`config.mk`:
```
export PLATFORM = sky130hd
export DESIGN_NAME = pipeRegExMem
export DESIGN_NICKNAME = d
export VERILOG_FILES = /design/src/logic/cpuTypesPkg.sv /design/src/logic/pipeRegExMem.sv
export SDC_FILE = /design/constraint.sdc
export NUM_CORES = 1
export LEC_CHECK = 0
export BUFFER_PORTS_ARGS = -buffer_cell sky130_fd_sc_hd__buf_4
export CORE_MARGIN = 4
export CORE_UTILIZATION = 30
export CTS_BUF_LIST = sky130_fd_sc_hd__clkbuf_4 sky130_fd_sc_hd__clkbuf_8
export CTS_CLUSTER_SIZE = 40
export DETAILED_ROUTE_END_ITERATION = 16
export HOLD_SLACK_MARGIN = 0.02
export SLEW_MARGIN = 10
export SYNTH_ARGS = -nofsm -noshare
export SYNTH_HDL_FRONTEND = slang
export SYNTH_SLANG_ARGS = --single-unit
```
`constraint.sdc`:
```
create_clock -name CLK -period 0.8 [get_ports CLK]
set_clock_uncertainty 0.2 [all_clocks]
set_input_delay 0.12 -clock CLK [delete_from_list [all_inputs] [get_ports CLK]]
set_output_delay 0.12 -clock CLK [all_outputs]
set_load 0.02 [all_outputs]
```
`src/logic/cpuTypesPkg.sv`:
```
package cpuTypesPkg;

  // Datapath and register index widths.
  localparam int dataWidth    = 32;
  localparam int regAddrWidth = 5;

  // Data memory is word addressed.
  localparam int memDepth     = 64;
  localparam int memAddrWidth = 6;

  // Primary opcodes in bits 31 to 26.
  typedef enum logic [5:0] {
    OP_RTYPE = 6'd0,
    OP_ADDI  = 6'd8,
    OP_LUI   = 6'd15,
    OP_LW    = 6'd35,
    OP_SW    = 6'd43
  } opcodeT;

  // Function codes for R-type instructions.
  typedef enum logic [5:0] {
    FN_ADD = 6'd32,
    FN_SUB = 6'd34,
    FN_AND = 6'd36,
    FN_OR  = 6'd37,
    FN_SLT = 6'd42
  } functT;

  // Operation selected by decode for the ALU.
  typedef enum logic [2:0] {
    ALU_ADD,
    ALU_SUB,
    ALU_AND,
    ALU_OR,
    ALU_SLT,
    ALU_LUI
  } aluOpT;

endpackage

```
`src/logic/pipeRegExMem.sv`:
```
`timescale 1ns/1ps

module pipeRegExMem (
  input  logic                                CLK,
  input  logic                                nRST,
  input  logic                                flush,
  input  logic                                exValid,
  input  logic                                exWen,
  input  logic                                exMemRead,
  input  logic                                exMemWrite,
  input  logic [cpuTypesPkg::regAddrWidth-1:0] exDest,
  input  logic [cpuTypesPkg::dataWidth-1:0]    exResult,
  input  logic [cpuTypesPkg::dataWidth-1:0]    exStoreData,
  output logic                                memValid,
  output logic                                memWen,
  output logic                                memMemRead,
  output logic                                memMemWrite,
  output logic [cpuTypesPkg::regAddrWidth-1:0] memDest,
  output logic [cpuTypesPkg::dataWidth-1:0]    memResult,
  output logic [cpuTypesPkg::dataWidth-1:0]    memStoreData
);

  always_ff @(posedge CLK or negedge nRST)
  begin
    if (!nRST)
    begin
      memValid     <= 1'b0;
      memWen       <= 1'b0;
      memMemRead   <= 1'b0;
      memMemWrite  <= 1'b0;
      memDest      <= '0;
      memResult    <= '0;
      memStoreData <= '0;
    end
    else if (flush)
    begin
      // Kill the incoming instruction. Data fields hold.
      memValid    <= 1'b0;
      memWen      <= 1'b0;
      memMemRead  <= 1'b0;
      memMemWrite <= 1'b0;
    end
    else
    begin
      memValid     <= exValid;
      memWen       <= exWen;
      memMemRead   <= exMemRead;
      memMemWrite  <= exMemWrite;
      memDest      <= exDest;
      memResult    <= exResult;
      memStoreData <= exStoreData;
    end
  end

endmodule

```
Word-level counts from Yosys, hierarchy flattened
Index checks and enable logic that the tools add are counted.
{"block": "totals", "register_bits": 73, "output_inout_bits": 73, "elab_cells": 11}
{"block": "classes", "n_mux": 4}
{"operator": "$mux 1", "n": 4}

Depth between registers and ports, before layout
{"block": "depth", "depth_word": 1, "ltp_mapped": 3, "depth_no_buf": 1}

Least setup slack after synthesis
Ideal clock, no wire load.
{"block": "synth_path", "kind": "input to register", "start": "input port flush", "end": "register memResult[25] (netlist bit)", "setup_time_ns": 0.125, "arrival_time_ns": 0.745, "required_time_ns": 0.475, "setup_slack_ns": -0.271, "stages": 3, "path_buffers": 2, "path_cell_list": "buf_6 -> buf_6 -> mux2_4"}
{"element": "from (decl)", "line": "pipeRegExMem.sv:6", "text": "input logic flush,"}
{"element": "to (signal assigned)", "line": "pipeRegExMem.sv:50", "text": "memResult <= exResult;"}
{"element": "to (decl)", "line": "pipeRegExMem.sv:19", "text": "output logic [cpuTypesPkg::dataWidth-1:0] memResult,"}
No word-level cell between the ends.

Worst setup path in the final report
{"block": "layout_path", "start": "register memResult[26] (netlist bit)", "end": "output port memResult[26] (netlist bit)"}
No word-level cell between the ends.

==> results.cfg <==
[detailed_routing]
wl_per_cell_um = 14.67
routed-via-count = 1857
via_per_inst = 4.002
first_iter_violations = 59
drt_first_pass_iters = 4
wirelength_um = 6807
ant_nets = 0
drc = 0

[die]
die_h_um = 108.3
io_pins = 149
core_area_mm2 = 0.009774
design.die.area_mm2 = 0.01173
die_width_um = 108.3
num_rows = 36
initial_core_util = 0.3089

[synthesis]
synth-seq-cells = 73
yosysSeqAreaShare = 0.6051
avgSynthCellArea_um2 = 19.60
synth.distinct_cells = 6
synth_cells = 154
netlist_area_mm2 = 0.003019
synth_fp_nets = 230
yosysWarnings = 0

[setup_path]
crit_chain = buf_6
crit_path_max_fanout = 2
cp-end-kind = output pin
slowest_delay_ns = 0.43
critPathSlowestCell = dfrtp_2
path_class = register to output pin
worstPathArrival_ns = 0.89
required_ns = 0.48
ff2ff_setup_slack_ns = -0.31
cp-start-kind = register
cp.buffers_inverters = 1
crit_family = flip-flops

[timing]
worstMarginPinSlew_ns = 0.2180
setup_violations = 142
fin_crit_ns = 1.214
rsz0062_at_grt = yes
final-hold-violation-count = 73
max_freq_mhz = 823.5
timing.hold.ws_ns = -0.1965
setup_slack_ns = -0.4143
finalCritPeriodShare = 1.518
slew_headroom = 0.8547
final_max_slew_viol_count = 0

[cts]
cts_buffer_depth = 2
path_clk_slew_ns = 0.08
cts_buffers = 9
cts_tree = done
cts_max_level = 3
clock_latency_ns = 0.33
cts_hold_buf = 1
cts_root_buf = clkbuf_8
clkSinkCount = 73

[final_layout]
nets = 403
drive_gt1_frac = 0.9728
final_util = 0.5145
syn_to_final_growth_pct = 66.56
fillers = 831
antenna_cells = 0

[power_and_ir_drop]
power.leakage_uw = 0.002421
powerDensity_mw_per_mm2 = 1999
ir_drop_uv = 1011

[global_routing]
grt_pass1_wl_um = 10780
grt-ovfl-total = 0
grt_pass1_vias = 2130
grt_use_total = 0.1188
antenna_found_initial = 0
grt_max_degree = 44

[place]
dpl.hpwl_um = 4849
port_buffers = 148
gp_congestion = 0.6860

[job]
cap_violations = 0

[outcome]
status = finished, violations left
violations = hold timing, setup timing

[hold_path]
hp-class = input pin to register
-- layout by cell type (no fill, tap or decap) --
master,synthesis,layout
clkinvlp_4,0,1
clkbuf_8,0,9
bufinv_16,0,2
dfrtp_2,0,69
dlygate4sd3_1,0,1
dfrtp_1,73,4
nor2b_1,4,4
buf_4,0,77
clkinv_4,0,1
buf_6,2,87
buf_16,0,1
mux2_4,66,69
clkbuf_4,0,1
clkinv_2,0,1
buf_12,6,4
-- worst reg2reg max path, cell delays in order (launching register included) --
cell	delay, ns
dfrtp_2	0.43
buf_6	0.12
mux2_4	0.25
-- registers in the layout, indices dropped and copies added, names as in the netlist --
| register | count |
|---|---|
| memResult | 32 |
| memMemWrite | 1 |
| memDest | 5 |
| memValid | 1 |
| memWen | 1 |
| memMemRead | 1 |
| memStoreData | 32 |
-- area by class of cell --
cell class	instances	area, µm²	area share
Tap cell	133	166.4	0.03309
Clock buffer	10	131.4	0.02613
Timing Repair Buffer	170	1675	0.3332
Sequential cell	73	1913	0.3804
Clock inverter	5	81.33	0.01617
Multi-Input combinational cell	73	1061	0.2110
-- through the flow --
stage | cells | instance area [µm²] | setup TNS (ns) | setup WS, ns | total power, µW
finish | 464 | 5029 | -42.72 | -0.4143 | 10050
global route | 464 | 5029 | -46.96 | -0.4604 | 10520
CTS | 463 | 5010 | -45.02 | -0.4469 | 10220
detailed placement | 434 | 4367 | -27.32 | -0.3528 | 6601
global placement | 434 | 4367 | -27.06 | -0.3446 | 6582
floorplan | 154 | 3129 | -14.74 | -0.2138 | 5571
-- synth_stat cells --
cell     number  area share
nor2b_1       4      0.0083
mux2_2        3       0.011
dfrtp_1      73        0.61
mux2_4       66        0.33
buf_12        6       0.040
buf_6         2      0.0075
-- what timing repair did --
item	CTS	global route
buffers inserted	13	5
endpoints found under the setup margin	142	145
resized for setup	86	6
hold endpoints to repair	146	73
-- worst paths after layout --
kind / from / endpoint / depth (start not counted)
setup / recovery: memResult[26] / memResult[26] / 1
max in group asynchronous: nRST / memStoreData[29] / 3
setup reg to reg: memResult[11] / memResult[11] / 2
hold / removal: exWen / memWen / 2
hold reg to reg: memResult[21] / memResult[21] / 1
min in group asynchronous: nRST / memStoreData[19] / 3
-- where the power goes --
group | internal [µW] | total, µW | switching (µW) | leakage [µW]
clock | 1770 | 3080 | 1310 | 0.000106
sequential | 4120 | 4400 | 288 | 0.000789
combinational | 1600 | 2570 | 964 | 0.00153
total | 7490 | 10100 | 2560 | 0.00242
-- logic make-up after synthesis --
kind of cell	after synthesis	share of synthesized area
buf+inv	8	0.04725
flops	73	0.6051
simple gates	4	0.008287
mux	69	0.3394
-- per-layer routing --
| layer | vias to the layer above | share of wire | global-route usage |
|---|---|---|---|
| met5 | - | 0 | 0 |
| met4 | 0 | 0.013 | 0.04869 |
| met3 | 9 | 0.081 | 0.03582 |
| met2 | 88 | 0.48 | 0.1856 |
| met1 | 886 | 0.43 | 0.1542 |
| li1 | 874 | - | - |
Power figures use the tool's default switching activity.
