$ cat config.mk
export PLATFORM = sky130hd
export DESIGN_NAME = regFile
export DESIGN_NICKNAME = d
export VERILOG_FILES = /design/src/logic/cpuTypesPkg.sv /design/src/logic/regFile.sv
export SDC_FILE = /design/constraint.sdc
export NUM_CORES = 2
export LEC_CHECK = 0
export BUFFER_PORTS_ARGS = -buffer_cell sky130_fd_sc_hd__buf_2
export CORE_ASPECT_RATIO = 1.5
export CORE_MARGIN = 3
export CORE_UTILIZATION = 45
export CTS_CLUSTER_DIAMETER = 150
export DETAILED_ROUTE_END_ITERATION = 12
export PLACE_DENSITY_LB_ADDON = 0.15
export SKIP_LAST_GASP = 1
export SLEW_MARGIN = 10
export SYNTH_ARGS = -nofsm -noshare
export SYNTH_HDL_FRONTEND = slang
export SYNTH_SLANG_ARGS = --single-unit
$ cat constraint.sdc
create_clock -name CLK -period 7.67 [get_ports CLK]
set_input_delay 1.534 -clock CLK [delete_from_list [all_inputs] [get_ports CLK]]
set_output_delay 1.534 -clock CLK [all_outputs]
set_load 0.1 [all_outputs]
$ cat src/logic/cpuTypesPkg.sv
package cpuTypesPkg;

  // Datapath and register index widths.
  localparam int dataWidth    = 32;
  localparam int regAddrWidth = 5;

  // Data memory is word addressed.
  localparam int memDepth     = 64;
  localparam int memAddrWidth = 6;

  // Primary opcodes in bits 31 to 26.
  typedef enum logic [5:0] {
    OP_RTYPE = 6'd0,
    OP_ADDI  = 6'd8,
    OP_LUI   = 6'd15,
    OP_LW    = 6'd35,
    OP_SW    = 6'd43
  } opcodeT;

  // Function codes for R-type instructions.
  typedef enum logic [5:0] {
    FN_ADD = 6'd32,
    FN_SUB = 6'd34,
    FN_AND = 6'd36,
    FN_OR  = 6'd37,
    FN_SLT = 6'd42
  } functT;

  // Operation selected by decode for the ALU.
  typedef enum logic [2:0] {
    ALU_ADD,
    ALU_SUB,
    ALU_AND,
    ALU_OR,
    ALU_SLT,
    ALU_LUI
  } aluOpT;

endpackage

$ cat src/logic/regFile.sv
`timescale 1ns/1ps

module regFile (
  input  logic                                CLK,
  input  logic                                nRST,
  input  logic                                wen,
  input  logic [cpuTypesPkg::regAddrWidth-1:0] waddr,
  input  logic [cpuTypesPkg::dataWidth-1:0]    wdata,
  input  logic [cpuTypesPkg::regAddrWidth-1:0] raddr1,
  input  logic [cpuTypesPkg::regAddrWidth-1:0] raddr2,
  output logic [cpuTypesPkg::dataWidth-1:0]    rdata1,
  output logic [cpuTypesPkg::dataWidth-1:0]    rdata2
);
  import cpuTypesPkg::*;

  logic [dataWidth-1:0] regs [2**regAddrWidth];

  // Register 0 is never written.
  always_ff @(posedge CLK or negedge nRST)
  begin
    if (!nRST)
    begin
      for (int i = 0; i < 2**regAddrWidth; i++)
        regs[i] <= '0;
    end
    else if (wen && waddr != '0)
    begin
      regs[waddr] <= wdata;
    end
  end

  // Write-through so a same-cycle read sees the new value.
  assign rdata1 = (raddr1 == '0) ? '0 :
                  (wen && waddr == raddr1) ? wdata : regs[raddr1];
  assign rdata2 = (raddr2 == '0) ? '0 :
                  (wen && waddr == raddr2) ? wdata : regs[raddr2];

endmodule

Word level (Yosys, flattened, before mapping)
Index checks and enable logic that the tools add are counted.
{"block": "op_classes", "add_sub_neg": 0, "mul": 0, "n_div": 0, "magnitude_cmp": 4, "n_eq_ne": 2, "n_shift": 0, "n_mux": 13, "n_bitwise": 3, "n_reduce_logical": 7}
{"cell": "1024-bit bitwise mux", "n": 1}
{"cell": "32-bit binary-select mux with 5-bit select", "n": 2}
{"cell": "32-bit two-way mux", "n": 9}
{"cell": "32-bit demux with 5-bit select", "n": 1}
{"cell": "6-bit >= comparator, second input constant", "n": 3}
{"cell": "5-bit NOT with 6-bit output", "n": 3}
{"cell": "5-bit == test", "n": 2}
{"cell": "5-bit logical NOT", "n": 2}
{"cell": "6-bit by 1-bit < comparator with 1-bit output, second input constant", "n": 1}
{"cell": "5-bit nonzero test", "n": 1}
{"cell": "1-bit logical AND", "n": 4}
{"block": "totals", "regBits": 1024, "latch_bits": 0, "mem_bits_rw": 0, "rom_bits": 0, "mem_count": 0}

Depth between registers and ports, before layout
{"block": "depth", "depth_word": 6, "ltp_mapped": 10, "ltp_nobuf": 5}

Worst setup path after synthesis
No wires, ideal clock.
{"block": "synth_path", "path_kind": "input -> output", "startpoint": "in raddr2[0] in the netlist's numbering", "endpoint": "out rdata2[12] in the netlist's numbering", "arrival_time_ns": 4.348, "t_required_ns": 6.136, "slack_ns": 1.788, "cell_stages": 9, "path_buffers": 4, "path_cell_list": "buf_4 > buf_4 > buf_4 > buf_4 > mux2i_1 > a22oi_1 > o211ai_1 > o21a_1 > a21oi_1"}
{"block": "synth_via", "elab_chain_cells": 6, "word_cells_on_any_way": 9, "classes_between": "1 x eq/ne; 5 x mux; 1 x bitwise; 2 x reduce/logical"}
{"item": "start, declared", "line_no": "regFile.sv:10", "text": "input logic [cpuTypesPkg::regAddrWidth-1:0] raddr2,"}
{"item": "5-bit NOT with 6-bit output (implied by the code)", "line_no": "regFile.sv:36", "text": "(wen && waddr == raddr2) ? wdata : regs[raddr2];"}
{"item": "32-bit binary-select mux with 5-bit select", "line_no": "regFile.sv:36"}
{"item": "32-bit two-way mux (implied by the code) (2 in a row)", "line_no": "regFile.sv:36"}
{"item": "32-bit two-way mux", "line_no": "regFile.sv:36"}
{"item": "32-bit two-way mux *", "line_no": "regFile.sv:35", "text": "assign rdata2 = (raddr2 == '0) ? '0 :"}
{"item": "end, declared", "line_no": "regFile.sv:12", "text": "output logic [cpuTypesPkg::dataWidth-1:0] rdata2"}
Every way passes the cells marked *; elsewhere a longest branch is shown, timed or not. The select of a mux whose other input is x is not followed.

Worst setup path after layout
{"block": "layout_path", "startpoint": "in raddr2[0] in the netlist's numbering", "endpoint": "out rdata2[17] in the netlist's numbering"}
The elaborated chain is that of the path after synthesis.

==> impl_metrics.tcl <==
set metrics [dict create \
    status "finished, final reports clean" \
    critical_path.top_delay_family "buffers and inverters" \
    finalPower_uw 16000 \
    power.density_mw_per_mm2 267 \
    synth-edff-count 0 \
    crit_type "in -> out" \
    synth_nets 3723 \
    crit_path_start_kind "input pin" \
    cts_buffer_depth 3 \
    antenna_found_initial 16 \
    tns_ps 0 \
    cts_tree "yes" \
    ios 114 \
    fin_area_mm2 0.0598 \
    hold_ws_ps 394 \
    fillCellCount 9996 \
    leakage_uw 0.0258 \
    peakVddDrop_mv 0.235 \
    drtAntennaViolNets 0 \
    cts_setup_buffers 0 \
    hold_viol 0 \
    cpPeakStageDelay_ps 910 \
    syn_to_final_growth_pct 9.60 \
    drive_above_1_share 0.483 \
    clk_pin_slew_ps 60 \
    start_util 0.456 \
    die_x_um 290 \
    cp_data_arrival_time_ps 5320 \
    clkSinkCount 1024 \
    numCtsBuffers 102 \
    fp.dieArea_mm2 0.126 \
    ys_warn_count 0 \
    placed_area_mm2 0.0565 \
    rrSetupSlack_ps 6830 \
    dp_hpwl_mm 118 \
    cts_hold_buf 0 \
    syn-cell-area_mm2 0.0545 \
    cts_resized 0 \
    startpoint "raddr2[0]" \
    clock.fmax_mhz 146 \
    grt-ovfl-total 0 \
    drcViolationCount 0 \
    synth_ff_type "dfrtp_1" \
    critical_path_buf_inv_count 3 \
    htreeDepth 3 \
    instances_no_fill 5216 \
    syn_avg_cell_area_um2 14.9 \
    largest_register "regs" \
    cp_max_fo 57 \
    drt_iter0_markers 3356 \
    min_to "regs[1001]" \
    grt_max_degree 193 \
    min_period_over_period 0.894 \
    synth_seq_area_share 0.470 \
    cap_violations 0 \
    min_from "regs[1001]" \
    grt_pass1_wl_mm 282 \
    setup_viol 0 \
    period_minus_slack_ps 6860 \
    r2r-end "regs[240]" \
    track_usage 0.312 \
    gp_congestion 0.865 \
    fin_nets 3615 \
    async_flop_share 1.00 \
    crit_chain "buf_8 -> xnor2_1 -> nand2_1 -> or4_2 -> buf_4 -> a21oi_2 -> a221o_1 -> buf_2" \
    rsz0062_at_grt "false" \
    reg_top3 "regs x1024" \
    max_slew_margin 0.169 \
    num_vias 36000 \
    synth_cells 3673 \
    die_y_um 432 \
    first_global_vias 38300 \
    hold_class "reg -> reg" \
    first_pass_iters 7 \
    min_delay_path_depth 0 \
    synth-seq-cells 1024 \
    largest_reg_flops 1024 \
    r2r-start "regs[240]" \
    core_area_mm2 0.120 \
    ys_types 53 \
    clock_latency_ps 710 \
    crit_path_top_delay_cell "a21oi_2" \
    reg2reg_depth 1 \
    vias_per_cell 6.90 \
    dp_cells 5031 \
    cts-root-buf "clkbuf_16" \
    worst_pin_slew_ps 1240 \
    timing.final.max_slew_violations 0 \
    row_count 155 \
    cp.required_ps 6140 \
    worst_setup_path_end_kind "output pin" \
    skew_ps 0 \
    drt-total-wl_mm 197 \
    wl_per_cell_um 37.7 \
    numPortBuffers 113 \
]
power breakdown:
| group | internal [uW] | total, uW | switching (uW) | leakage (uW) |
|---|---|---|---|---|
| logic | 1840 | 3710 | 1870 | 0.0111 |
| registers | 6430 | 7210 | 784 | 0.0131 |
| clock network | 2800 | 5030 | 2230 | 0.00161 |
kinds of logic after synthesis:
family          synth area share
mux                        0.417
flops                      0.470
xor+xnor                 0.00161
buf+inv                   0.0358
simple gates             0.00938
compound gates            0.0662
layer usage:
layer  global-route usage  share of wire  vias up  wire [um]
met5                    0        0.00042        -         82
met4                0.174          0.062       12      12300
met3               0.0685          0.075      548      14800
met2                0.513           0.49     1730      95700
met1                0.382           0.38    19600      73900
li1                     -              -    14100          -
cell type report:
| class | instances | area [um^2] | area share |
|---|---|---|---|
| Antenna cell | 5 | 12.5 | 0.000209 |
| Clock buffer | 140 | 2860 | 0.0478 |
| Clock inverter | 40 | 387 | 0.00647 |
| Inverter | 1 | 3.75 | 0.0000628 |
| Multi-Input combinational cell | 2211 | 27200 | 0.455 |
| Sequential cell | 1024 | 25600 | 0.429 |
| Tap cell | 1570 | 1960 | 0.0329 |
| Timing Repair Buffer | 225 | 1740 | 0.0291 |
metrics by stage:
step,setup slack [ps],utilization
after floorplan,1790,-
after global placement,923,0.472
after detailed placement,948,0.472
after CTS,951,0.500
after global routing,794,0.500
final,813,0.500
Yosys cell counts, types with 43 or more instances:
library cell	number	share of area
mux2_1	97	0.020
a22oi_1	95	0.013
mux4_2	412	0.17
a22o_1	71	0.011
mux2i_1	227	0.042
o22ai_1	44	0.0050
mux2_2	898	0.19
buf_2	88	0.0081
buf_1	62	0.0043
o221ai_1	43	0.0069
a21oi_1	84	0.0077
clkbuf_1	249	0.017
dfrtp_1	1024	0.47
cells in the final DEF (no fill, tap or decap), types with 83 or more instances in the layout:
| master | netlist | layout |
|---|---|---|
| dfrtp_1 | 1024 | 1024 |
| mux2_1 | 97 | 97 |
| mux2i_1 | 227 | 227 |
| clkbuf_16 | 0 | 102 |
| a22oi_1 | 95 | 95 |
| buf_4 | 23 | 94 |
| a21oi_1 | 84 | 83 |
| mux4_2 | 412 | 412 |
| mux2_2 | 898 | 898 |
| buf_2 | 88 | 104 |
worst max path at each step:
stage | endpoint | cells past startpoint
finish | rdata2[17] | 8
global route | rdata2[17] | 8
CTS | rdata2[17] | 8
detailed placement | rdata2[17] | 8
global placement | rdata2[17] | 8
floorplan | rdata2[12] | 9
(Power assumes the default switching activity.)
