`src/logic/cpuTypesPkg.sv`:
```
package cpuTypesPkg;

  // Datapath and register index widths.
  localparam int dataWidth    = 32;
  localparam int regAddrWidth = 5;

  // Data memory is word addressed.
  localparam int memDepth     = 64;
  localparam int memAddrWidth = 6;

  // Primary opcodes in bits 31 to 26.
  typedef enum logic [5:0] {
    OP_RTYPE = 6'd0,
    OP_ADDI  = 6'd8,
    OP_LUI   = 6'd15,
    OP_LW    = 6'd35,
    OP_SW    = 6'd43
  } opcodeT;

  // Function codes for R-type instructions.
  typedef enum logic [5:0] {
    FN_ADD = 6'd32,
    FN_SUB = 6'd34,
    FN_AND = 6'd36,
    FN_OR  = 6'd37,
    FN_SLT = 6'd42
  } functT;

  // Operation selected by decode for the ALU.
  typedef enum logic [2:0] {
    ALU_ADD,
    ALU_SUB,
    ALU_AND,
    ALU_OR,
    ALU_SLT,
    ALU_LUI
  } aluOpT;

endpackage

```
`src/logic/memStage.sv`:
```
`timescale 1ns/1ps

module memStage (
  input  logic                                CLK,
  input  logic                                nRST,
  input  logic                                memValid,
  input  logic                                memWen,
  input  logic                                memMemRead,
  input  logic                                memMemWrite,
  input  logic [cpuTypesPkg::regAddrWidth-1:0] memDest,
  input  logic [cpuTypesPkg::dataWidth-1:0]    memResult,
  input  logic [cpuTypesPkg::dataWidth-1:0]    memStoreData,
  output logic [cpuTypesPkg::dataWidth-1:0]    memFwdData,
  output logic                                wbValid,
  output logic                                wbWen,
  output logic [cpuTypesPkg::regAddrWidth-1:0] wbReg,
  output logic [cpuTypesPkg::dataWidth-1:0]    wbData
);
  import cpuTypesPkg::*;

  logic [dataWidth-1:0]    dmem [memDepth];
  logic [memAddrWidth-1:0] wordAddr;

  // Byte address to word index.
  assign wordAddr   = memResult[memAddrWidth+1:2];
  assign memFwdData = memMemRead ? dmem[wordAddr] : memResult;

  always_ff @(posedge CLK or negedge nRST)
  begin
    if (!nRST)
    begin
      for (int i = 0; i < memDepth; i++)
        dmem[i] <= '0;
    end
    else if (memValid && memMemWrite)
    begin
      dmem[wordAddr] <= memStoreData;
    end
  end

  // Stores never set wbValid.
  always_ff @(posedge CLK or negedge nRST)
  begin
    if (!nRST)
    begin
      wbValid <= 1'b0;
      wbWen   <= 1'b0;
    end
    else
    begin
      wbValid <= memValid & memWen;
      wbWen   <= memWen;
    end
  end

  always_ff @(posedge CLK)
  begin
    wbReg  <= memDest;
    wbData <= memFwdData;
  end

endmodule

```
`config.mk`:
```
export PLATFORM = sky130hd
export DESIGN_NAME = memStage
export DESIGN_NICKNAME = d
export VERILOG_FILES = /design/src/logic/cpuTypesPkg.sv /design/src/logic/memStage.sv
export SDC_FILE = /design/constraint.sdc
export NUM_CORES = 2
export LEC_CHECK = 0
export BUFFER_PORTS_ARGS = -buffer_cell sky130_fd_sc_hd__buf_2
export CORE_MARGIN = 10
export CORE_UTILIZATION = 25
export CTS_CLUSTER_SIZE = 8
export DETAILED_ROUTE_END_ITERATION = 6
export HOLD_SLACK_MARGIN = 0.1
export PLACE_DENSITY = 0.35
export SLEW_MARGIN = 0
export SYNTH_ARGS = -nofsm -noshare
export SYNTH_HDL_FRONTEND = slang
export SYNTH_SLANG_ARGS = --single-unit
export TNS_END_PERCENT = 100
```
`constraint.sdc`:
```
create_clock -name CLK -period 7.1 [get_ports CLK]
set_input_delay 1.775 -clock CLK [delete_from_list [all_inputs] [get_ports CLK]]
set_output_delay 1.775 -clock CLK [all_outputs]
set_load 0.05 [all_outputs]
```
# Word-level counts from Yosys, hierarchy flattened
# Index checks and enable logic that the tools add are counted.
# classes
n_lt_le_gt_ge	2
bitwise_logic	2
n_mux	7
reduce_logical	2
# ops
operator	count
bitwise mux 2048 bit	1
binary-select mux 32 bit (select 6 bit)	1
demux 32 bit (select 6 bit)	1
2-to-1 mux 32 bit	4
>= comparator 7 bit, second input constant	1
< comparator 7 x 1 -> 1 bit, second input constant	1
NOT 6 -> 7 bit	1
logical AND 1 bit	2
AND 1 bit	1
# word_totals
ff_bits	2087
in_bits	75
elab_cells	81

# Longest topological paths before layout
# depth
depth_word	6
depth_mapped	11
mapped_depth_nobuf	6

# Worst setup path before layout
# Ideal clock, no wire load.
# synth_timing
kind	input-to-output
startpoint	input memResult[2] (netlist name)
endpoint	output memFwdData[6] (netlist name)
t_arrival_ns	4.053
path_slack_ns	1.272
path_stages	10
path_cell_list	buf_4 -> buf_6 -> nor2_1 -> buf_2 -> buf_2 -> a22oi_1 -> o22ai_1 -> a22oi_1 -> o2111a_1 -> a31oi_1
# synth_via
elab_chain_cells	5
# synth_lines
item	line	text
start, declared	memStage.sv:11	input logic [cpuTypesPkg::dataWidth-1:0] memResult,
NOT 6 -> 7 bit (not written as such)	memStage.sv:26	assign memFwdData = memMemRead ? dmem[wordAddr] : memResult;
binary-select mux 32 bit (select 6 bit)	memStage.sv:26	
2-to-1 mux 32 bit (not written as such) (2 in series)	memStage.sv:26	
2-to-1 mux 32 bit	memStage.sv:26	
end, declared	memStage.sv:13	output logic [cpuTypesPkg::dataWidth-1:0] memFwdData,
# Every way passes these cells. The select of a mux whose other input is x is not followed.

# Worst setup path after layout
# layout_timing
startpoint	input memResult[2] (netlist name)
endpoint	output memFwdData[22] (netlist name)
# The elaborated chain is that of the path after synthesis.

==> flow_metrics.tcl <==
set metrics [dict create \
    status "completed" \
    share_comb_of_total_power 0.113 \
    p_clk_frac 0.444 \
    route.vias.total 61470 \
    power.switching_uw 7992 \
    synth_fp_nets 6776 \
    aggregate_global_routing_overflow 0 \
    seqPwrFrac 0.443 \
    total_area_of_multi_input_combinational_cells_um2 39750 \
    ant_nets 0 \
    r2r-end "wbData[22]" \
    hold_path.class "flip-flop to flip-flop" \
    finalWorstPathRequiredPeriod_ns 6.985 \
    fillCellCount 37690 \
    highest_clock_rate_mhz 143.2 \
    clock_insertion_delay_worst_skew_ns 0.90 \
    synth-edff-count 0 \
    p_leak_uw 0.05116 \
    critPathMaxStageDelay_ns 0.62 \
    cts_post_setup_buffers_inserted 0 \
    initial_core_util 0.2507 \
    regToRegStartpoint "dmem[1046]" \
    grt_antenna_before_repair 34 \
    clock_tree.root_cell "sky130_fd_sc_hd__clkbuf_16" \
    postRouteWirelength_um 412400 \
    tritoncts "built" \
    postSynthRegisterBits 2087 \
    dieArea_um2 404800 \
    port_buffers 145 \
    reg2reg_setup_slack_ns 4.16 \
    syn_inst 6701 \
    cts-hold-fix-buffers 0 \
    i_o_pin_total 146 \
    cell_internal_pwr_uw 22140 \
    fin_crit_sh 0.9837 \
    crit_path_end "memFwdData[22]" \
    critical-path-slowest-cell "sky130_fd_sc_hd__o32a_1" \
    worstMarginPinSlew_ns 1.266 \
    dr.pass1.iters 5 \
    total_standard_cell_area_after_synthesis_um2 94930 \
    synth.yosys.warnings 0 \
    cp_data_arrival_time_ns 5.21 \
    place_congestion 0.7804 \
    hold_viol 0 \
    worstSetupEndpointType "primary output" \
    final_nets 6985 \
    crit_chain "buf_8 -> buf_12 -> buf_12 -> mux4_2 -> nand2_1 -> a21oi_1 -> a221oi_1 -> buf_4 -> nand4_1 -> o32a_1 -> buf_2" \
    criticalPathCategory "input pin to primary output" \
    detailed_place_hpwl_um 256700 \
    vdd.ir_drop.worst_uv 160.1 \
    cts_made_buffers 301 \
    grt_first_pass_wirelength_um 570600 \
    startpoint "memResult[2]" \
    wire_per_inst_um 34.33 \
    die_height_um 636.2 \
    cp_max_fo 26 \
    clk_transition_reported_paths_ns 0.05 \
    rsz0062_at_grt "false" \
    synth_seq_area_share 0.5482 \
    worst_clock_skew_ns 0.02886 \
    synth.distinct_cells 77 \
    most_frequent_cell_on_the_critical_path "sky130_fd_sc_hd__buf_12" \
    timing.reg2reg.worst_path_depth 6 \
    p_per_area_nw_per_um2 268.5 \
    critPathRequiredTime_ns 5.33 \
    core_region_area_um2 378600 \
    num_rows 226 \
    route.detailed.vias_per_inst 5.117 \
    maxCapViolCount 0 \
    fin_util 0.2963 \
    power.share.switching 0.2652 \
    via_count_of_the_first_global_routing_pass 65040 \
    finalSetupViolCount 0 \
    final_report_max_slew_violation_count 0 \
    drt_first_iter_violations 4604 \
    share_of_synthesized_flip_flops_with_an_asynchronous_set_or_reset 0.9823 \
    worstHoldStart "dmem[1910]" \
    grt_use_total 0.1977 \
    finalPower_uw 30130 \
    ys.flop_type "sky130_fd_sc_hd__dfrtp_1" \
    largest_net_degree_at_the_start_of_global_routing 168 \
    cts_buffer_depth 4 \
    slew_headroom 0.1538 \
    fraction_of_final_layout_cells_sized_beyond_drive_strength_1 0.4764 \
    worstSetupStartpointType "input pin" \
    die_w_um 636.2 \
    area_taken_by_flip_flops_and_latches_um2 52040 \
    post_synth.cell_area_avg_um2 14.17 \
    clock-sinks 2087 \
    area.growth.synth_to_final_pct 18.18 \
    remaining_drc_errors 0 \
    cts_max_level 5 \
    hold_ws_ns 0.4778 \
]
==> critical path: cells and delay by family <==
kind            cells  cell delay, ns
mux                 1            0.56
buf+inv             5            1.18
simple gates        2            0.55
compound gates      3            1.03
==> layout by cell type, fill, tap and decap left out, types with 10 or more instances in the layout <==
cell type / netlist / routed
sky130_fd_sc_hd__mux2_2: 2101 / 2101
sky130_fd_sc_hd__dfrtp_1: 2050 / 2050
sky130_fd_sc_hd__buf_4: 117 / 374
sky130_fd_sc_hd__clkbuf_16: 0 / 309
sky130_fd_sc_hd__mux2i_1: 195 / 194
sky130_fd_sc_hd__a221oi_1: 191 / 191
sky130_fd_sc_hd__a22oi_1: 173 / 173
sky130_fd_sc_hd__mux4_2: 162 / 162
sky130_fd_sc_hd__buf_2: 241 / 123
sky130_fd_sc_hd__nand2_1: 121 / 120
sky130_fd_sc_hd__buf_12: 0 / 119
sky130_fd_sc_hd__a21oi_1: 115 / 115
sky130_fd_sc_hd__nor2_1: 158 / 108
sky130_fd_sc_hd__o21ai_0: 109 / 108
sky130_fd_sc_hd__mux2_1: 105 / 105
sky130_fd_sc_hd__o22ai_1: 98 / 98
sky130_fd_sc_hd__nor2_4: 10 / 69
sky130_fd_sc_hd__clkbuf_1: 277 / 45
sky130_fd_sc_hd__a22o_1: 43 / 43
sky130_fd_sc_hd__a221o_1: 39 / 39
sky130_fd_sc_hd__dfxtp_1: 37 / 37
sky130_fd_sc_hd__nand3_1: 22 / 21
sky130_fd_sc_hd__a31oi_1: 20 / 19
sky130_fd_sc_hd__o32a_1: 18 / 18
sky130_fd_sc_hd__o2bb2ai_1: 17 / 17
sky130_fd_sc_hd__o221ai_1: 17 / 17
sky130_fd_sc_hd__diode_2: 0 / 14
sky130_fd_sc_hd__o211ai_1: 13 / 13
sky130_fd_sc_hd__a211oi_1: 12 / 12
sky130_fd_sc_hd__and3_1: 11 / 10
==> per-layer routing <==
metal | global-route usage | part of all wire | up-vias
li1 | - | - | 25270
met1 | 0.2758 | 0.46 | 34130
met2 | 0.3228 | 0.47 | 1517
met3 | 0.02563 | 0.039 | 543
met5 | 0 | 0.00012 | -
met4 | 0.05221 | 0.029 | 8
==> area by class of cell <==
| class | instances | area share |
|---|---|---|
| clock buffer | 359 | 0.07104 |
| timing repair buffer | 619 | 0.05215 |
| inverter | 5 | 0.0003234 |
| tap | 5016 | 0.05594 |
| antenna | 14 | 0.0003123 |
| clock inverter | 16 | 0.002041 |
| sequential | 2087 | 0.4639 |
| multi-input combinational | 3896 | 0.3543 |
==> power by group through the flow <==
| stage | logic [µW] | registers [µW] | clock network (µW) |
|---|---|---|---|
| floorplan | 1890 | 13500 | 0 |
| global placement | 3410 | 13500 | 0 |
| detailed placement | 3450 | 13500 | 0 |
| CTS | 3460 | 13300 | 13800 |
| global route | 3630 | 13500 | 14300 |
| finish | 3410 | 13400 | 13400 |
==> cells in the mapped netlist (all sizes together) (39+ instances only) <==
library cell / count / share of area
a221oi: 196 / 0.018
a22o: 43 / 0.0040
o21ai: 112 / 0.0059
o22ai: 98 / 0.0065
mux2i: 195 / 0.021
nor2: 179 / 0.0082
a21oi: 115 / 0.0061
nand2: 125 / 0.0050
buf: 436 / 0.027
clkbuf: 277 / 0.011
a221o: 39 / 0.0041
dfrtp: 2050 / 0.54
mux2: 2207 / 0.26
mux4: 162 / 0.038
a22oi: 173 / 0.014
==> cell families after synthesis <==
kind of cell / share of synthesized area
AO/OA/AOI/OAI: 0.07247
buffers and inverters: 0.03849
flip-flops: 0.5482
multiplexers: 0.3208
AND/OR/NAND/NOR: 0.02002
==> sequential cells by signal, summed over array words and instances, names as in the netlist <==
| register | flops |
|---|---|
| wbReg | 5 |
| wbData | 32 |
| wbValid | 1 |
| wbWen | 1 |
| dmem | 2048 |
==> how the worst min path moves through the flow <==
stage	end	depth (start not counted)
final	dmem[1910]	1
after global placement	dmem[628]	1
after CTS	dmem[1910]	1
after global routing	dmem[1910]	1
after floorplan	dmem[628]	1
after detailed placement	dmem[627]	1
==> per-stage QoR <==
stage	std cells	setup TNS [ns]	setup slack, ns	area, µm²
2_1_floorplan	6701	0	1.272	94930
3_3_place_gp	11620	-0.1012	-0.1012	103900
3_5_place_dp	11620	-0.1113	-0.1113	103900
4_1_cts	12000	0	0.02821	112200
5_1_grt	12000	0	0.1097	112200
6_report	12010	0	0.1154	112200
==> repair_timing <==
action                     4_1_cts  5_1_grt
resized for setup                1        2
hold endpoints to repair         0        0
setup endpoints to repair        1        2
Power figures use the tool's default switching activity.
