--- src/logic/cpuTypesPkg.sv ---
package cpuTypesPkg;

  // Datapath and register index widths.
  localparam int dataWidth    = 32;
  localparam int regAddrWidth = 5;

  // Data memory is word addressed.
  localparam int memDepth     = 64;
  localparam int memAddrWidth = 6;

  // Primary opcodes in bits 31 to 26.
  typedef enum logic [5:0] {
    OP_RTYPE = 6'd0,
    OP_ADDI  = 6'd8,
    OP_LUI   = 6'd15,
    OP_LW    = 6'd35,
    OP_SW    = 6'd43
  } opcodeT;

  // Function codes for R-type instructions.
  typedef enum logic [5:0] {
    FN_ADD = 6'd32,
    FN_SUB = 6'd34,
    FN_AND = 6'd36,
    FN_OR  = 6'd37,
    FN_SLT = 6'd42
  } functT;

  // Operation selected by decode for the ALU.
  typedef enum logic [2:0] {
    ALU_ADD,
    ALU_SUB,
    ALU_AND,
    ALU_OR,
    ALU_SLT,
    ALU_LUI
  } aluOpT;

endpackage

--- src/logic/executeStage.sv ---
`timescale 1ns/1ps

module executeStage (
  input  logic                                instrValid,
  input  logic [31:0]                         instr,
  input  logic [cpuTypesPkg::dataWidth-1:0]    rdata1,
  input  logic [cpuTypesPkg::dataWidth-1:0]    rdata2,
  output logic [cpuTypesPkg::regAddrWidth-1:0] raddr1,
  output logic [cpuTypesPkg::regAddrWidth-1:0] raddr2,
  input  logic                                memFwdValid,
  input  logic [cpuTypesPkg::regAddrWidth-1:0] memFwdReg,
  input  logic [cpuTypesPkg::dataWidth-1:0]    memFwdData,
  input  logic                                wbFwdValid,
  input  logic [cpuTypesPkg::regAddrWidth-1:0] wbFwdReg,
  input  logic [cpuTypesPkg::dataWidth-1:0]    wbFwdData,
  output logic                                exValid,
  output logic                                exWen,
  output logic                                exMemRead,
  output logic                                exMemWrite,
  output logic [cpuTypesPkg::regAddrWidth-1:0] exDest,
  output logic [cpuTypesPkg::dataWidth-1:0]    exResult,
  output logic [cpuTypesPkg::dataWidth-1:0]    exStoreData
);
  import cpuTypesPkg::*;

  logic                    decWen;
  logic                    decMemRead;
  logic                    decMemWrite;
  logic                    useImm;
  logic                    destIsRd;
  aluOpT                   aluOp;
  logic [regAddrWidth-1:0] rd;
  logic [dataWidth-1:0]    immExt;
  logic [dataWidth-1:0]    rsVal;
  logic [dataWidth-1:0]    rtVal;
  logic [dataWidth-1:0]    opB;

  assign raddr1 = instr[25:21];
  assign raddr2 = instr[20:16];
  assign rd     = instr[15:11];
  assign immExt = {{(dataWidth-16){instr[15]}}, instr[15:0]};

  // Main decoder. Unknown encodings fall through as no-ops.
  always_comb
  begin
    decWen      = 1'b0;
    decMemRead  = 1'b0;
    decMemWrite = 1'b0;
    useImm      = 1'b1;
    destIsRd    = 1'b0;
    aluOp       = ALU_ADD;
    case (opcodeT'(instr[31:26]))
      OP_RTYPE:
      begin
        useImm   = 1'b0;
        destIsRd = 1'b1;
        decWen   = 1'b1;
        case (functT'(instr[5:0]))
          FN_ADD:  aluOp = ALU_ADD;
          FN_SUB:  aluOp = ALU_SUB;
          FN_AND:  aluOp = ALU_AND;
          FN_OR:   aluOp = ALU_OR;
          FN_SLT:  aluOp = ALU_SLT;
          default: decWen = 1'b0;
        endcase
      end
      OP_ADDI: decWen = 1'b1;
      OP_LUI:
      begin
        decWen = 1'b1;
        aluOp  = ALU_LUI;
      end
      OP_LW:
      begin
        decWen     = 1'b1;
        decMemRead = 1'b1;
      end
      OP_SW:   decMemWrite = 1'b1;
      default: decWen = 1'b0;
    endcase
  end

  // MEM stage wins over WB, and WB wins over the register file.
  function automatic logic [dataWidth-1:0] pickOperand(
    input logic [regAddrWidth-1:0] src,
    input logic [dataWidth-1:0]    rfVal
  );
    if (memFwdValid && memFwdReg != '0 && memFwdReg == src)
      return memFwdData;
    else if (wbFwdValid && wbFwdReg != '0 && wbFwdReg == src)
      return wbFwdData;
    else
      return rfVal;
  endfunction

  assign rsVal = pickOperand(raddr1, rdata1);
  assign rtVal = pickOperand(raddr2, rdata2);
  assign opB   = useImm ? immExt : rtVal;

  always_comb
  begin
    case (aluOp)
      ALU_SUB: exResult = rsVal - opB;
      ALU_AND: exResult = rsVal & opB;
      ALU_OR:  exResult = rsVal | opB;
      ALU_SLT: exResult = {{(dataWidth-1){1'b0}}, $signed(rsVal) < $signed(opB)};
      ALU_LUI: exResult = {instr[15:0], 16'h0000};
      default: exResult = rsVal + opB;
    endcase
  end

  assign exDest      = destIsRd ? rd : raddr2;
  assign exStoreData = rtVal;
  assign exValid     = instrValid;
  // A write to r0 is dropped here, so it never reaches writeback.
  assign exWen       = instrValid & decWen & (exDest != '0);
  assign exMemRead   = instrValid & decMemRead;
  assign exMemWrite  = instrValid & decMemWrite;

endmodule

--- config.mk ---
export PLATFORM = sky130hd
export DESIGN_NAME = executeStage
export DESIGN_NICKNAME = d
export VERILOG_FILES = /design/src/logic/cpuTypesPkg.sv /design/src/logic/executeStage.sv
export SDC_FILE = /design/constraint.sdc
export NUM_CORES = 1
export LEC_CHECK = 0
export ABC_CLOCK_PERIOD_IN_PS = 6110
export CORE_UTILIZATION = 47
export DETAILED_ROUTE_END_ITERATION = 7
export DONT_BUFFER_PORTS = 1
export REMOVE_ABC_BUFFERS = 1
export SLEW_MARGIN = 40
export SYNTH_ARGS = -nofsm -noshare
export SYNTH_HDL_FRONTEND = slang
export SYNTH_SLANG_ARGS = --single-unit
--- constraint.sdc ---
create_clock -name vclk -period 6.11
set_input_delay 0.611 -clock vclk [all_inputs]
set_output_delay 0.611 -clock vclk [all_outputs]
set_load 0.02 [all_outputs]
; Word level (Yosys, flattened, before mapping)
; Index checks and enable logic that the tools add are counted.
[totals]
inputBits = 173
register_bits = 0
[op_classes]
magnitude_cmp = 1
bitwise_logic = 6
mux = 14
n_reduce_logical = 12
eq_ne = 18
add_sub_neg = 2
[op_table]
columns = op, count
row1 = $mux 32, 5
row2 = $pmux 32 s5, 1
row3 = $eq 6x6->1 const B, 7
row4 = $add 32x32->32, 1
row5 = $and 32x32->32, 1
row6 = $lt 32x32->1, 1
row7 = $or 32x32->32, 1
row8 = $sub 32x32->32, 1
row9 = $eq 5x5->1, 4
row10 = $reduce_bool 5->1, 3
row11 = $eq 6x4->1 const B, 2
row12 = $pmux 3 s4, 1
row13 = $eq 3x2->1 const B, 2
row14 = $eq 3x3->1 const B, 2
row15 = $logic_and 1x1->1, 6
row16 = $logic_not 6->1, 1
row17 = $pmux 3 s2, 1
row18 = $mux 5, 1
row19 = $reduce_or 5->1, 1
row20 = $and 1x1->1, 4
row21 = $mux 1, 4
row22 = $eq 3x1->1 const B, 1
row23 = $reduce_or 3->1, 1
row24 = $pmux 1 s2, 1

; Longest topological paths before layout
[depth]
word_depth = 8
ltp_mapped = 19
ltp_nobuf = 18

; Least setup slack after synthesis
; No wires, ideal clock.
[synth_timing]
path_kind = input to output
from = in wbFwdReg[4] in the netlist's numbering
to = out exResult[30] in the netlist's numbering
slack_ns = 0.012
t_arrival_ns = 5.487
cell_stages = 18
cell_sequence = xnor2_1 nand3_1 nor4_1 buf_2 mux2i_1 o21ai_0 nand2_1 nand2_1 ha_1 fa_1 nor3_1 o311a_1 o311a_1 a2111o_1 a311oi_2 nor4b_1 nor4b_1 nor3_1
[synth_between]
elab_chain_cells = 8
[synth_rtl]
columns = element, line
row1 = "start, declared", executeStage.sv:14  ; input logic [cpuTypesPkg::regAddrWidth-1:0] wbFwdReg,
row2 = $reduce_bool 5->1, executeStage.sv:90  ; else if (wbFwdValid && wbFwdReg != '0 && wbFwdReg == src)
row3 = $logic_and 1x1->1, executeStage.sv:90
row4 = $logic_and 1x1->1 (*), executeStage.sv:90
row5 = $mux 32 (*), executeStage.sv:90
row6 = $mux 32 (*), executeStage.sv:88  ; if (memFwdValid && memFwdReg != '0 && memFwdReg == src)
row7 = via exStoreData (one bit), executeStage.sv:22  ; output logic [cpuTypesPkg::dataWidth-1:0] exStoreData
row8 = $mux 32 (*), executeStage.sv:98  ; assign opB = useImm ? immExt : rtVal;
row9 = $add 32x32->32 / $sub 32x32->32 (equally long branches), "executeStage.sv:108, executeStage.sv:103"
row10 = $pmux 32 s5 (*), executeStage.sv:102  ; case (aluOp)
row11 = "end, declared", executeStage.sv:21  ; output logic [cpuTypesPkg::dataWidth-1:0] exResult,
; The timed path passes the listed nets; every way through them passes the cells marked *.

; Final worst setup path
[layout_timing]
from = in wbFwdReg[1] in the netlist's numbering
to = out exResult[30] in the netlist's numbering
[layout_between]
elab_chain_cells = 8
[layout_rtl]
columns = element, line
row1 = $reduce_bool 5->1, executeStage.sv:90
row2 = $logic_and 1x1->1 (2 in series), executeStage.sv:90
row3 = $mux 32, executeStage.sv:90
row4 = $mux 32, executeStage.sv:88
row5 = $mux 32, executeStage.sv:98
row6 = "$add 32x32->32, or another cell as far along", executeStage.sv:108  ; default: exResult = rsVal + opB;
row7 = $pmux 32 s5 (*), executeStage.sv:102
; Mark *: on every way between the ends. The rest lies on a longest branch, timed or not.

==> run_results.csv <==
group,metric,value,unit
yosys,synth_top_area_share,16.1,%
final_layout,stdcell_count,1437,
timing,rsz0062_at_grt,"false",
detailed_routing,wl_met2,13.1,mm
final_layout,layout_common_cells,"199 x nand2_1, 130 x o21ai_0, 107 x buf_4",
die,start_util,48.5,%
place,hpwlAfterDp,22.5,mm
detailed_routing,drt_iter0_markers,604,
die,num_rows,45,
timing,setup_viol,0,
final_layout,clkbuf_count,0,
final_layout,area_growth,10.8,%
final_layout,finalNetCount,1499,
place,dpl_cell_area,0.00823,mm2
timing,finalCritPeriodShare,95.5,%
place,place_congestion,0.948,
worst_setup_path,cpPeakStageDelay,530,ps
place,post-place-ws,91.3,ps
outcome,status,"finished clean",
detailed_routing,dr.max_layer_used,"met4",
flow_run,cap_violations,0,
worst_setup_path,crit_type,"in -> out",
detailed_routing,via_per_inst,6.16,
yosys,netlist_instances,1203,
timing,finalHoldWorstSlack,1220,ps
detailed_routing,route.detailed.drc,0,
die,dieArea,0.0164,mm2
yosys,synth_area_per_cell,6.20,um2
detailed_routing,m1WireLength,11.9,mm
yosys,synth_cell_types,76,
power,p_per_area,103,mW/mm2
yosys,yosys.area.top_type,"ha_1",
power,peakVddDrop,0.0615,mV
worst_setup_path,cpMostUsedCell,"buf_4",
place,placedCellCount,1436,
final_layout,fin_area,0.00827,mm2
timing,tightest_slew,800,ps
timing,finalCriticalPeriod,5840,ps
die,dieWidth,128,um
clocking,cts_hold_buf,0,
worst_setup_path,slowest_stage,"or4_1",
grt,grt_use_total,32.9,%
final_layout,final_common_cell,"nand2_1",
grt,grt_max_degree,48,
final_layout,seq_cells,0,
grt,grt_pass1_vias,8426,
timing,max-slew-margin-rel,46.6,%
grt,antenna_found_initial,0,
yosys,synth-warning-count,0,
detailed_routing,drtPass1Iterations,7,
power,leakage,3.57,nW
detailed_routing,met3WireLength,2.04,mm
worst_setup_path,cp-end-kind,"output port",
yosys,yosys-top-cells-area,"ha_1 16%, nand2_1 10%, mux2i_1 9.1%",
timing,hold_viol_final,0,
detailed_routing,wire_per_inst,19.4,um
die,ios,256,
final_layout,antenna_cells,0,
yosys,syn_area,0.00746,mm2
final_layout,fin_util,53.8,%
die,core_area,0.0154,mm2
worst_setup_path,crit_chain,"or4_1 -> o21ai_2 -> nor4_2 -> buf_4 -> buf_4 -> mux2i_1 -> o21ai_0 -> nand2_1 -> nand2_1 -> inv_1 -> ha_1 -> nor2b_1 -> o311a_1 -> o311a_1 -> a2111o_1 -> a311oi_2 -> nor4b_2 -> nor3_1 -> nor3_1 -> buf_4",
worst_setup_path,crit_buf_inv,4,
place,port_buffers,0,
final_layout,drive_above_1_share,11.4,%
timing,max_freq,171,MHz
worst_setup_path,crit_required,5500,ps
detailed_routing,drt-total-wl,27.9,mm
worst_setup_path,crit_fanout,14,
grt,overflow,0,
yosys,yosysSeqAreaShare,0,%
detailed_routing,via_count,8857,
grt,grt_first_pass_wirelength,43.3,mm
detailed_routing,detail-route-antenna-nets,0,
die,die_h,128,um
worst_setup_path,critPathArrivalTime,5220,ps
timing,layout_setup_ws,274,ps
worst_setup_path,worstSetupStartpointType,"input port",
worst_setup_path,critPathTopFamily,"compound AO/OA/AOI/OAI gates",
timing,final_max_slew_viol_count,0,
hold_path,holdCritPathClass,"in -> out",
final_layout,register_area,0,um2
## final timing paths
| check | from | to | slack, ps | depth (start not counted) |
|---|---|---|---|---|
| hold / removal | instr[16] | raddr2[0] | 1220 | 0 |
| setup / recovery | wbFwdReg[1] | exResult[30] | 270 | 20 |
## through the flow
step	power, mW	setup TNS (ps)
floorplan	0.575	-121340
global placement	0.828	0
detailed placement	0.828	0
CTS	0.832	0
global route	0.930	0
finish	0.848	0
## synthesized netlist by cell type, drive strengths merged, types with 13 or more instances
master and n:
nand2 201, o21ai 134, inv 102, ha 96, a21oi 85, nor2 76
mux2i 68, clkbuf 59, buf 26, nor3 25, a21o 22, o211ai 19
nor2b 18, nor4 18, a221oi 15, a211oi 13, nand2b 13, nand3 13
o21bai 13
## power by group
| group | switching [mW] | total [mW] | internal [mW] | leakage, nW |
|---|---|---|---|---|
| Combinational | 0.520 | 0.848 | 0.328 | 3.57 |
| Clock | 0 | 0 | 0 | 0 |
| Sequential | 0 | 0 | 0 | 0 |
| Total | 0.520 | 0.848 | 0.328 | 3.57 |
## kinds of logic (layout without fill, tap and decap cells)
family	count (synthesis)	in the layout	synth area share (%)
buffers and inverters	187	210	10.2
AND/OR/NAND/NOR	417	417	25.9
multiplexers	68	68	9.12
AO/OA/AOI/OAI	413	413	35.7
adder cells (fa/ha/maj)	98	98	16.6
XOR/XNOR	20	20	2.35
## timing repair
| action | 4_1_cts | 5_1_grt |
|---|---|---|
| setup endpoints to repair | 0 | 8 |
| buffers inserted | 0 | 1 |
| resized for setup | 0 | 5 |
## layer usage
layer  track usage (%)  vias to the layer above
met4              9.83                        0
met3              2.34                       49
met2              57.1                      387
met5                 0                        -
met1              43.3                     4064
li1                  -                     4357
## layout make-up
type / count / area (um2)
fillers: 1660 / 7100
inverters: 102 / 383
multi-input cells: 1016 / 6800
well taps: 211 / 264
repair buffers: 108 / 823
Note: power is estimated with default switching activity, not from simulation.
